[config.mk]
export PLATFORM = sky130hd
export DESIGN_NAME = decode_front
export DESIGN_NICKNAME = d
export VERILOG_FILES = /design/src/hw/decode_pkg.sv /design/src/hw/fetch_seq.sv /design/src/hw/pipe_fifo.sv /design/src/hw/inst_decode.sv /design/src/hw/decode_front.sv
export VERILOG_INCLUDE_DIRS = /design/src /design/src/hw
export SDC_FILE = /design/constraint.sdc
export NUM_CORES = 1
export LEC_CHECK = 0
export BUFFER_PORTS_ARGS = -buffer_cell sky130_fd_sc_hd__buf_2
export CAP_MARGIN = 20
export CORE_MARGIN = 5
export CORE_UTILIZATION = 35
export DETAILED_ROUTE_END_ITERATION = 12
export GPL_ROUTABILITY_DRIVEN = 0
export PLACE_DENSITY_LB_ADDON = 0.15
export SLEW_MARGIN = 40
export SYNTH_ARGS = -nofsm -noshare
export SYNTH_HDL_FRONTEND = slang
export SYNTH_HIERARCHICAL = 1
export SYNTH_SLANG_ARGS = --single-unit
[constraint.sdc]
create_clock -name clock -period 10.6 [get_ports clock]
set_clock_uncertainty 0.15 [all_clocks]
set_input_delay 2.12 -clock clock [delete_from_list [all_inputs] [get_ports clock]]
set_output_delay 2.12 -clock clock [all_outputs]
set_load 0.01 [all_outputs]
[src/hw/rv_cfg.svh]
`ifndef RV_CFG_SVH
`define RV_CFG_SVH

// address of the first instruction after reset
`define RV_RESET_PC 32'h8000_0000

// fetch FIFO entries between the fetch sequencer and decode
`define RV_FETCH_DEPTH 4

// decoded-operation FIFO entries at the output
`define RV_OP_DEPTH 2

// RV32E has 16 integer registers
`define RV_REG_BITS 4

`endif

[src/hw/decode_pkg.sv]
`include "rv_cfg.svh"

package decode_pkg;

	// one raw instruction word with the address it was fetched from
	typedef struct packed {
		logic [31:0] pc;
		logic [31:0] inst;
	} fetch_pkt_t;

	// bit positions inside the one-hot class vector
	typedef enum logic [3:0] {
		cls_lui    = 4'd0,
		cls_auipc  = 4'd1,
		cls_jal    = 4'd2,
		cls_jalr   = 4'd3,
		cls_branch = 4'd4,
		cls_load   = 4'd5,
		cls_store  = 4'd6,
		cls_op_imm = 4'd7,
		cls_op     = 4'd8,
		cls_system = 4'd9
	} op_class_e;

	typedef struct packed {
		logic [31:0]             pc;
		logic [9:0]              op_class; // all zero when the opcode is not recognised
		logic [2:0]              funct3;
		logic [6:0]              funct7;
		logic [`RV_REG_BITS-1:0] rd;
		logic [`RV_REG_BITS-1:0] rs1;
		logic [`RV_REG_BITS-1:0] rs2;
		logic [31:0]             imm;
		logic                    reg_wen;
		logic                    is_fencei;
		logic                    is_ecall;
		logic                    is_mret;
	} decoded_op_t;

endpackage

[src/hw/fetch_seq.sv]
`timescale 1ns/1ns

`include "rv_cfg.svh"

module fetch_seq (
	input  logic                   clock,
	input  logic                   rst_n,

	input  logic                   in_valid,
	input  logic [31:0]            inst,
	output logic                   in_ready,

	output logic                   out_valid,
	output decode_pkg::fetch_pkt_t out_pkt,
	input  logic                   out_ready
);

	logic [31:0] pc;
	logic        accept;

	// no storage on the data path, the handshake passes straight through
	assign in_ready  = out_ready;
	assign out_valid = in_valid;
	assign accept    = in_valid && out_ready;

	always_comb begin
		out_pkt.pc   = pc;
		out_pkt.inst = inst;
	end

	// the stream is strictly sequential since no branch ever redirects it
	always_ff @(posedge clock or negedge rst_n) begin
		if (!rst_n) begin
			pc <= `RV_RESET_PC;
		end else if (accept) begin
			pc <= pc + 32'd4;
		end
	end

endmodule

[src/hw/pipe_fifo.sv]
`timescale 1ns/1ns

module pipe_fifo #(
	parameter type payload_t = logic [31:0],
	parameter int  DEPTH     = 4
) (
	input  logic     clock,
	input  logic     rst_n,

	input  logic     in_valid,
	input  payload_t in_data,
	output logic     in_ready,

	output logic     out_valid,
	output payload_t out_data,
	input  logic     out_ready
);

	localparam int PTR_W = (DEPTH > 1) ? $clog2(DEPTH) : 1;
	localparam int CNT_W = $clog2(DEPTH + 1);

	payload_t         mem [DEPTH];
	logic [PTR_W-1:0] wr_ptr;
	logic [PTR_W-1:0] rd_ptr;
	logic [CNT_W-1:0] count;
	logic             push;
	logic             pop;

	function automatic logic [PTR_W-1:0] ptr_next(input logic [PTR_W-1:0] ptr);
		return (ptr == PTR_W'(DEPTH - 1)) ? '0 : ptr + 1'b1;
	endfunction

	assign out_valid = (count != '0);
	assign in_ready  = (count != CNT_W'(DEPTH)) || out_ready; // a full FIFO takes a word while it is read
	assign push      = in_valid && in_ready;
	assign pop       = out_valid && out_ready;
	assign out_data  = mem[rd_ptr];

	always_ff @(posedge clock) begin
		if (push) begin
			mem[wr_ptr] <= in_data;
		end
	end

	always_ff @(posedge clock or negedge rst_n) begin
		if (!rst_n) begin
			wr_ptr <= '0;
			rd_ptr <= '0;
			count  <= '0;
		end else begin
			if (push) wr_ptr <= ptr_next(wr_ptr);
			if (pop) rd_ptr <= ptr_next(rd_ptr);
			case ({push, pop})
				2'b10:   count <= count + 1'b1;
				2'b01:   count <= count - 1'b1;
				default: count <= count;
			endcase
		end
	end

endmodule

[src/hw/inst_decode.sv]
`timescale 1ns/1ns

`include "rv_cfg.svh"

module inst_decode (
	input  logic                    clock,
	input  logic                    rst_n,

	input  logic                    in_valid,
	input  decode_pkg::fetch_pkt_t  in_pkt,
	output logic                    in_ready,

	output logic                    out_valid,
	output decode_pkg::decoded_op_t out_op,
	input  logic                    out_ready
);

	import decode_pkg::*;

	// bit positions of the instruction format vector
	localparam int FMT_R = 0;
	localparam int FMT_I = 1;
	localparam int FMT_S = 2;
	localparam int FMT_B = 3;
	localparam int FMT_U = 4;
	localparam int FMT_J = 5;

	logic [31:0] inst;
	logic [6:0]  opcode;
	logic [2:0]  funct3;
	logic [9:0]  op_class;
	logic [5:0]  fmt;
	logic [31:0] imm;
	logic        reg_wen;
	decoded_op_t op_next;

	assign inst   = in_pkt.inst;
	assign opcode = inst[6:0];
	assign funct3 = inst[14:12];

	always_comb begin
		op_class             = '0;
		op_class[cls_lui]    = (opcode == 7'b0110111);
		op_class[cls_auipc]  = (opcode == 7'b0010111);
		op_class[cls_jal]    = (opcode == 7'b1101111);
		op_class[cls_jalr]   = (opcode == 7'b1100111);
		op_class[cls_branch] = (opcode == 7'b1100011);
		op_class[cls_load]   = (opcode == 7'b0000011);
		op_class[cls_store]  = (opcode == 7'b0100011);
		op_class[cls_op_imm] = (opcode == 7'b0010011);
		op_class[cls_op]     = (opcode == 7'b0110011);
		op_class[cls_system] = (opcode == 7'b1110011);
	end

	always_comb begin
		fmt        = '0;
		fmt[FMT_R] = op_class[cls_op];
		fmt[FMT_I] = op_class[cls_jalr] | op_class[cls_load] | op_class[cls_op_imm] |
		             op_class[cls_system];
		fmt[FMT_S] = op_class[cls_store];
		fmt[FMT_B] = op_class[cls_branch];
		fmt[FMT_U] = op_class[cls_lui] | op_class[cls_auipc];
		fmt[FMT_J] = op_class[cls_jal];
	end

	// R format and unknown opcodes fall through to zero
	always_comb begin
		if (fmt[FMT_I]) begin
			imm = {{20{inst[31]}}, inst[31:20]};
		end else if (fmt[FMT_S]) begin
			imm = {{20{inst[31]}}, inst[31:25], inst[11:7]};
		end else if (fmt[FMT_B]) begin
			imm = {{20{inst[31]}}, inst[7], inst[30:25], inst[11:8], 1'b0};
		end else if (fmt[FMT_U]) begin
			imm = {inst[31:12], 12'b0};
		end else if (fmt[FMT_J]) begin
			imm = {{12{inst[31]}}, inst[19:12], inst[20], inst[30:21], 1'b0};
		end else begin
			imm = '0;
		end
	end

	// ecall, ebreak and mret carry funct3 of zero and write nothing
	assign reg_wen = (fmt[FMT_I] & ~(op_class[cls_system] & (funct3 == 3'b000))) |
	                 fmt[FMT_U] | fmt[FMT_J] | fmt[FMT_R];

	always_comb begin
		op_next.pc        = in_pkt.pc;
		op_next.op_class  = op_class;
		op_next.funct3    = funct3;
		op_next.funct7    = inst[31:25];
		op_next.rd        = inst[7 +: `RV_REG_BITS]; // upper index bit is dropped for RV32E
		op_next.rs1       = inst[15 +: `RV_REG_BITS];
		op_next.rs2       = inst[20 +: `RV_REG_BITS];
		op_next.imm       = imm;
		op_next.reg_wen   = reg_wen;
		op_next.is_fencei = (opcode == 7'b0001111);
		op_next.is_ecall  = (inst == 32'h0000_0073);
		op_next.is_mret   = (inst == 32'h3020_0073);
	end

	assign in_ready = !out_valid || out_ready;

	always_ff @(posedge clock or negedge rst_n) begin
		if (!rst_n) begin
			out_valid <= 1'b0;
		end else if (in_ready) begin
			out_valid <= in_valid;
		end
	end

	always_ff @(posedge clock) begin
		if (in_valid && in_ready) begin
			out_op <= op_next;
		end
	end

endmodule

[src/hw/decode_front.sv]
`timescale 1ns/1ns

`include "rv_cfg.svh"

module decode_front (
	input  logic                    clock,
	input  logic                    rst_n,

	input  logic                    in_valid,
	input  logic [31:0]             inst,
	output logic                    in_ready,

	output logic                    out_valid,
	output decode_pkg::decoded_op_t op,
	input  logic                    out_ready
);

	import decode_pkg::*;

	logic        fq_in_valid;
	fetch_pkt_t  fq_in_data;
	logic        fq_in_ready;
	logic        fq_out_valid;
	fetch_pkt_t  fq_out_data;
	logic        fq_out_ready;
	logic        dq_in_valid;
	decoded_op_t dq_in_data;
	logic        dq_in_ready;

	fetch_seq u_fetch_seq (
		.clock     (clock),
		.rst_n     (rst_n),
		.in_valid  (in_valid),
		.inst      (inst),
		.in_ready  (in_ready),
		.out_valid (fq_in_valid),
		.out_pkt   (fq_in_data),
		.out_ready (fq_in_ready)
	);

	pipe_fifo #(
		.payload_t (fetch_pkt_t),
		.DEPTH     (`RV_FETCH_DEPTH)
	) u_fetch_fifo (
		.clock     (clock),
		.rst_n     (rst_n),
		.in_valid  (fq_in_valid),
		.in_data   (fq_in_data),
		.in_ready  (fq_in_ready),
		.out_valid (fq_out_valid),
		.out_data  (fq_out_data),
		.out_ready (fq_out_ready)
	);

	inst_decode u_inst_decode (
		.clock     (clock),
		.rst_n     (rst_n),
		.in_valid  (fq_out_valid),
		.in_pkt    (fq_out_data),
		.in_ready  (fq_out_ready),
		.out_valid (dq_in_valid),
		.out_op    (dq_in_data),
		.out_ready (dq_in_ready)
	);

	// drained by the consumer outside, back-pressure ripples up to in_ready
	pipe_fifo #(
		.payload_t (decoded_op_t),
		.DEPTH     (`RV_OP_DEPTH)
	) u_op_fifo (
		.clock     (clock),
		.rst_n     (rst_n),
		.in_valid  (dq_in_valid),
		.in_data   (dq_in_data),
		.in_ready  (dq_in_ready),
		.out_valid (out_valid),
		.out_data  (op),
		.out_ready (out_ready)
	);

endmodule

==> reports/qor.txt, run 1 <==
Worst R2R Path Depth - 7
Slew @ Worst Pin - 0.939 ns
Final nets - 1243
Avg Cell Area, Syn - 21.3 µm²
RSZ-0062 raised after global routing - no
Pwr Total - 8.36 mW
final WL - 44.7 mm
CP arrival - 3.74 ns
Die X - 263 µm
Cell Area, Synth - 22500 µm²
number of synthesized flops with an enable pin - 556
status - complete, no violations
share of layout cells above drive strength 1 - 27.7%
placed insts - 1981
Initial Utilization - 35.5%
fill cell count - 5689
DPL Wire Length - 25.8 mm
Crit Path Max Fanout - 11
Reg area - 17800 µm²
max-cap violation count - 0
final setup fails - 0
Slew Limit Fails - 0
DIE AREA - 69400 µm²
Final period util - 56.7%
#FFs+latches synth - 598
CTS tree - yes
drc violations - 0
Crit Path Category - in -> out
Max Clock Freq - 166 MHz
DR top layer - met5
CP Capture Type - primary output
largest net degree at the start of global routing - 66
pwr/cell area - 323 nW/µm²
Die Y - 263 µm
Area growth, synth to finish - 15.1%
overall routing resource usage - 12.8%
clk_lat worst skew - 0.61 ns
FF-to-FF Start - u_fetch_fifo/rd_ptr[0]$_DFFE_PN0P_
met1 wire length - 18.9 mm
clock sink count - 598
synth top area cells - edfxtp_1 74%, mux4_2 6.4%, dfrtp_1 4.6%, mux2_1 4.5%, buf_4 1.4%
Rel. slew slack - 36.8%
hold path start - u_inst_decode/out_op[5]$_DFFE_PP_
Worst EP required - 8.33 ns
total gr overflow - 0
worst vdd ir - 0.255 mV
Main synth FF type - edfxtp_1
Yosys cell types - 58
WHS Path Cells - 0
flop-to-flop setup slack - 6.56 ns
initial antenna violation count - 9
Post-synth ARST share - 7.02%
Hold Fails Final Rpt - 0
post-DR wirelength/cell - 21.3 µm
DR WL met3 - 2.25 mm
Met2 Routed Length - 22.3 mm
leakage - 9.13 nW
vias - 9911
post-synthesis cell count - 1054
Yosys top cell area share - 74.3%
number of warning messages in the yosys log - 6
CTS resizes - 0
Clock Path Buffers - 3
Vias/cell - 4.72
core box area - 63300 µm²
post-layout minimum cycle time - 6.01 ns
DRT antenna net count - 0
Multi-input gate area - 4200 µm²
setup repair bufs after CTS - 0
cts bufs inserted - 61
Startpoint Class - input port
Initial DRC Count - 519
Finished Core Util - 40.8%
final std cells w/o fill - 2100
Post-CTS Hold Buffers - 0
Root Buffer - clkbuf_16
total negative slack - 0 ns
DR pass1 iterations - 4
Row Count - 92
hold endpoint - u_op_fifo/mem[0][5]$_DFFE_PP_
cell type with the largest total area after synthesis - edfxtp_1
H-Tree Depth - 2
first-pass GRT wire length - 67.9 mm
Hold Crit Class - reg -> reg
Clock Pin Slew Worst Setup and Hold Paths - 0.06 ns
io pins - 138
sequential area share after synthesis - 79.0%
reg2reg end - u_inst_decode/out_op[1]$_DFFE_PP_
vias in the first global route - 10600
Buffers on Ports - 137
==> worst max-delay path by stage <==
stage	start	endpoint	slack [ns]
final	out_ready	in_ready	4.59
after global routing	out_ready	in_ready	4.54
after CTS	out_ready	in_ready	4.59
after detailed placement	out_ready	in_ready	4.60
after global placement	out_ready	in_ready	4.62
after floorplan	out_ready	u_op_fifo/mem[0][0]$_DFFE_PP_	3.41
==> cells in the mapped netlist (all sizes together), types with 3 or more instances <==
master    n
and3     10
nand2    15
o21ai     6
nor4      7
nand4    13
and4      7
dfrtp    41
a22o      5
nor3      7
edfxtp  556
nand3    16
xor2      6
inv      10
a21o     19
mux2    103
clkbuf    3
xnor2    31
buf      68
nor2     16
nand2b    5
and2     13
ha        8
mux4     64
==> cells by family (layout without fill, tap and decap cells) <==
family | Yosys count | after routing | share of synthesized area [%]
AND/OR/NAND/NOR | 123 | 123 | 3.48
adder cells (fa/ha/maj) | 9 | 9 | 0.535
multiplexers | 168 | 168 | 11.6
AO/OA/AOI/OAI | 37 | 37 | 1.38
buffers and inverters | 81 | 276 | 2.54
flip-flops | 598 | 598 | 79.0
XOR/XNOR | 37 | 37 | 1.44
other | 1 | 6 | 0.0167
==> critical path, stage by stage <==
cell	delay [ns]
buf_2	0.10
or3b_4	0.39
nand2b_1	0.21
or4b_1	0.68
buf_2	0.23
==> where the power goes <==
part           leakage, nW  internal, mW  switching [mW]
Sequential            5.94          3.76           0.325
Combinational         2.23         0.829            1.34
Clock                0.962          1.23           0.872
Total                 9.13          5.82            2.54
==> cells in the final DEF, fill, tap and decap left out, types with 6 or more instances in the layout <==
| master | synthesis | final |
|---|---|---|
| xnor2_1 | 31 | 31 |
| mux4_2 | 64 | 64 |
| nor3_1 | 6 | 6 |
| and2_1 | 11 | 10 |
| clkinv_1 | 0 | 17 |
| nand3_1 | 15 | 15 |
| buf_6 | 13 | 6 |
| buf_4 | 41 | 8 |
| clkbuf_16 | 0 | 63 |
| dfrtp_1 | 41 | 38 |
| nor2_1 | 16 | 15 |
| mux2_2 | 13 | 13 |
| mux2_1 | 90 | 90 |
| buf_2 | 12 | 137 |
| a21o_1 | 19 | 19 |
| bufinv_16 | 0 | 6 |
| inv_1 | 10 | 10 |
| and4_1 | 6 | 6 |
| ha_1 | 8 | 8 |
| nand4_1 | 12 | 12 |
| edfxtp_1 | 556 | 556 |
| clkbuf_1 | 3 | 8 |
| xor2_1 | 6 | 6 |
| clkinv_2 | 0 | 12 |
| nand2_1 | 14 | 14 |
==> state kept, by name (all words and copies together) (netlist names) <==
register                 cells
u_op_fifo/mem              200
u_op_fifo/wr_ptr             1
u_fetch_fifo/count           3
u_fetch_seq/pc              30
u_op_fifo/rd_ptr             1
u_fetch_fifo/mem           256
u_fetch_fifo/wr_ptr          2
u_inst_decode/out_valid      1
u_inst_decode/out_op       100
u_fetch_fifo/rd_ptr          2
u_op_fifo/count              2
==> metal layers <==
| layer | GRT usage, % | up-vias |
|---|---|---|
| met5 | 0 | - |
| met4 | 4.15 | 8 |
| met3 | 2.96 | 89 |
| met2 | 21.7 | 176 |
| met1 | 16.4 | 5153 |
| li1 | - | 4485 |
==> per-stage QoR <==
stage                     area, µm²  hold slack (ns)  setup WS, ns
after global placement        23800            0.273          4.62
after CTS                     25900            0.292          4.59
after global routing          25900            0.299          4.54
after detailed placement      23900            0.280          4.60
final                         25900            0.290          4.59
after floorplan               22500            0.271          3.41
==> layout make-up <==
| class | instances | share of cell area [%] |
|---|---|---|
| inverters | 10 | 0.145 |
| clock buffers | 71 | 6.21 |
| repair buffers | 151 | 3.14 |
| clock inverters | 44 | 1.46 |
| multi-input cells | 376 | 16.2 |
| diodes | 4 | 0.0387 |
| flip-flops and latches | 598 | 68.7 |
| well taps | 846 | 4.09 |
(Power assumes the default switching activity.)
==> run 2, diff against run 1 <==
--- a/config.mk
+++ b/config.mk
@@ -6,6 +6,7 @@
 export SDC_FILE = /design/constraint.sdc
 export NUM_CORES = 1
 export LEC_CHECK = 0
+export ABC_AREA = 1
 export BUFFER_PORTS_ARGS = -buffer_cell sky130_fd_sc_hd__buf_2
 export CAP_MARGIN = 20
 export CORE_MARGIN = 5
==> constraint.sdc (replaced) <==
create_clock -name clock -period 5 [get_ports clock]
set_clock_uncertainty 0.15 [all_clocks]
set_input_delay 1 -clock clock [delete_from_list [all_inputs] [get_ports clock]]
set_output_delay 1 -clock clock [all_outputs]
set_load 0.01 [all_outputs]
==> run 2 against run 1 <==
Hold slack got worse by 0.0017 ns; first-iteration DRC count up 50%; setup slack lost 3.5 ns; register-to-register slack worse by 5.0 ns; critical path type is now reg -> out; largest cell class unchanged.
==> reports/qor.txt, run 2 <==
Final Hold Slack - 0.288 ns
Largest Register - u_fetch_fifo/mem
sequential area share after synthesis - 71.8%
Hold Fails Final Rpt - 0
most common cell after layout, fill and taps aside - nand2_1
cell type with the largest total area after synthesis - edfxtp_1
Post-CTS Hold Buffers - 0
number of synthesized flops with an enable pin - 556
CP arrival - 2.77 ns
status - complete, no violations
biggest regs - u_fetch_fifo/mem x256, u_op_fifo/mem x200, u_inst_decode/out_op x100
first-pass GRT wire length - 81.7 mm
hold endpoint - u_op_fifo/mem[0][45]$_DFFE_PP_
placed insts - 2933
Slew Limit Fails - 0
Post-synth ARST share - 7.02%
final setup fails - 0
clock sink count - 598
core box area - 70000 µm²
post-DR wirelength/cell - 17.4 µm
RSZ-0062 raised after global routing - no
Critical Path Start - u_op_fifo/rd_ptr$_DFFE_PN0P_
cts bufs inserted - 68
Vias/cell - 4.53
largest net degree at the start of global routing - 101
post-synthesis cell count - 1949
Worst EP required - 3.85 ns
max-cap violation count - 0
dpl cell area - 26000 µm²
Final nets - 2108
drc violations - 0
Die Y - 276 µm
Final period util - 78.3%
DPL Wire Length - 33.7 mm
share of layout cells above drive strength 1 - 19.0%
Worst R2R Path Depth - 12
CTS tree - yes
max reg flops - 256
Crit Path Category - reg -> out
Initial Utilization - 35.3%
CP Capture Type - primary output
most frequent cells in the layout - 575 x nand2_1, 556 x edfxtp_1, 190 x inv_1, 137 x buf_2, 76 x nand3_1
total gr overflow - 0
Initial DRC Count - 781
Pwr Total - 19.4 mW
post-route cell area - 28200 µm²
Hold Crit Class - reg -> reg
setup repair bufs after CTS - 0
Combinational Power Share - 29.4%
vias in the first global route - 13800
cell with the most instances after synthesis - nand2_1
H-Tree Depth - 3
final std cells w/o fill - 3056
DRT antenna net count - 0
Clock Path Buffers - 3
Die X - 276 µm
Synth top cells by count - 575 x nand2_1, 556 x edfxtp_1, 191 x inv_1
clk_lat worst skew - 0.59 ns
Row Count - 97
DIE AREA - 76100 µm²
Cell Area, Synth - 24700 µm²
hold path start - u_inst_decode/out_op[45]$_DFFE_PP_
worst vdd ir - 0.384 mV
Crit Path Max Fanout - 56
overall routing resource usage - 14.1%
vias - 13800
Main synth FF type - edfxtp_1
Startpoint Class - flop
io pins - 138
Yosys cell types - 38
CTS resizes - 0
Buffers on Ports - 137
Avg Cell Area, Syn - 12.7 µm²
number of warning messages in the yosys log - 6
synth top area cells - edfxtp_1 68%, nand2_1 8.7%, dfrtp_1 4.2%, inv_1 2.9%, o211ai_2 2.4%
Rel. slew slack - 46.6%
Flop pwr share - 45.4%
Switching Share - 34.7%
P_sw - 6.73 mW
total negative slack - 0 ns
Yosys top cell area share - 67.5%
initial antenna violation count - 15
final WL - 53.3 mm
Area growth, synth to finish - 14.2%
FF-to-FF Start - u_fetch_fifo/rd_ptr[0]$_DFFE_PN0P_
Slew @ Worst Pin - 0.799 ns
WHS Path Cells - 0
#FFs+latches synth - 598
pwr/cell area - 687 nW/µm²
internal power - 12.7 mW
leakage - 11.4 nW
post-layout minimum cycle time - 3.92 ns
Max Clock Freq - 255 MHz
flop-to-flop setup slack - 1.53 ns
DR pass1 iterations - 5
Root Buffer - clkbuf_16
reg2reg end - u_inst_decode/out_op[15]$_DFFE_PP_
clock network fraction of total power - 25.2%
Clock Pin Slew Worst Setup and Hold Paths - 0.06 ns
[run 2: changes by cell type in the layout (fill, tap and decap cells not counted), sizes merged, moves of 12 or more]
cell,delta
nand2,+570
o211ai,+64
mux4,-64
nor2,+81
a21o,-19
mux2,-103
o21ai,+70
and2,-12
nand3,+76
xnor2,-18
inv,+185
a21oi,+64
[run 2: layer usage]
layer | up-vias | part of all wire, % | routed length (µm) | GRT usage (%)
met5 | - | 0.024 | 13 | 0
met4 | 2 | 3.3 | 1740 | 4.60
met3 | 120 | 3.9 | 2100 | 2.89
met2 | 254 | 51 | 26900 | 25.1
met1 | 6646 | 42 | 22500 | 17.1
li1 | 6819 | - | - | -
[run 2: how the worst max path moves through the flow]
| stage | slack (ns) | to |
|---|---|---|
| 5_1_grt | 0.89 | op[81] |
| 3_5_place_dp | 1.42 | u_fetch_fifo/mem[0][15]$_DFFE_PP_ |
| 3_3_place_gp | 1.44 | u_inst_decode/out_op[28]$_DFFE_PP_ |
| 2_1_floorplan | 0.02 | u_fetch_fifo/mem[0][0]$_DFFE_PP_ |
| 4_1_cts | 1.02 | op[55] |
| 6_report | 1.08 | op[80] |
[run 2: per-stage QoR]
| step | setup WS (ns) | utilization, % |
|---|---|---|
| 2_1_floorplan | 0.0201 | - |
| 3_3_place_gp | 1.44 | 37.1 |
| 3_5_place_dp | 1.42 | 37.1 |
| 4_1_cts | 1.02 | 40.3 |
| 5_1_grt | 0.895 | 40.3 |
| 6_report | 1.08 | 40.3 |
[run 2: worst max-delay path, cell delays in order (launching register included)]
cell     delay [ns]
dfrtp_4        0.71
inv_4          0.66
buf_12         0.33
nand2_1        0.08
nand2_1        0.15
buf_2          0.16
[run 2: cell type report]
type | count | area (µm²)
antenna | 2 | 5.00
clock buffer | 82 | 1860
clock inverter | 39 | 349
fill | 6572 | 41800
inverter | 196 | 743
multi-input combinational | 1038 | 5350
sequential | 598 | 17800
tap | 940 | 1180
timing repair buffer | 161 | 991
[run 2: cells by family after synthesis]
family / share of synthesized area, %
AOI/OAI and AO/OA: 6.38
xor gates and xnor gates: 0.709
adders and majority gates: 0.486
buffers and inverters: 6.80
DFF: 71.8
other: 0.0152
and+or+nand+nor: 13.8
[run 2: power groups by stage]
stage               combinational [mW]  sequential (mW)  clock (mW)
floorplan                         4.07             8.65           0
global placement                  5.70             8.97           0
detailed placement                5.91             8.93           0
CTS                               5.92             8.84        5.07
global route                      6.43             9.00        5.27
finish                            5.70             8.80        4.89
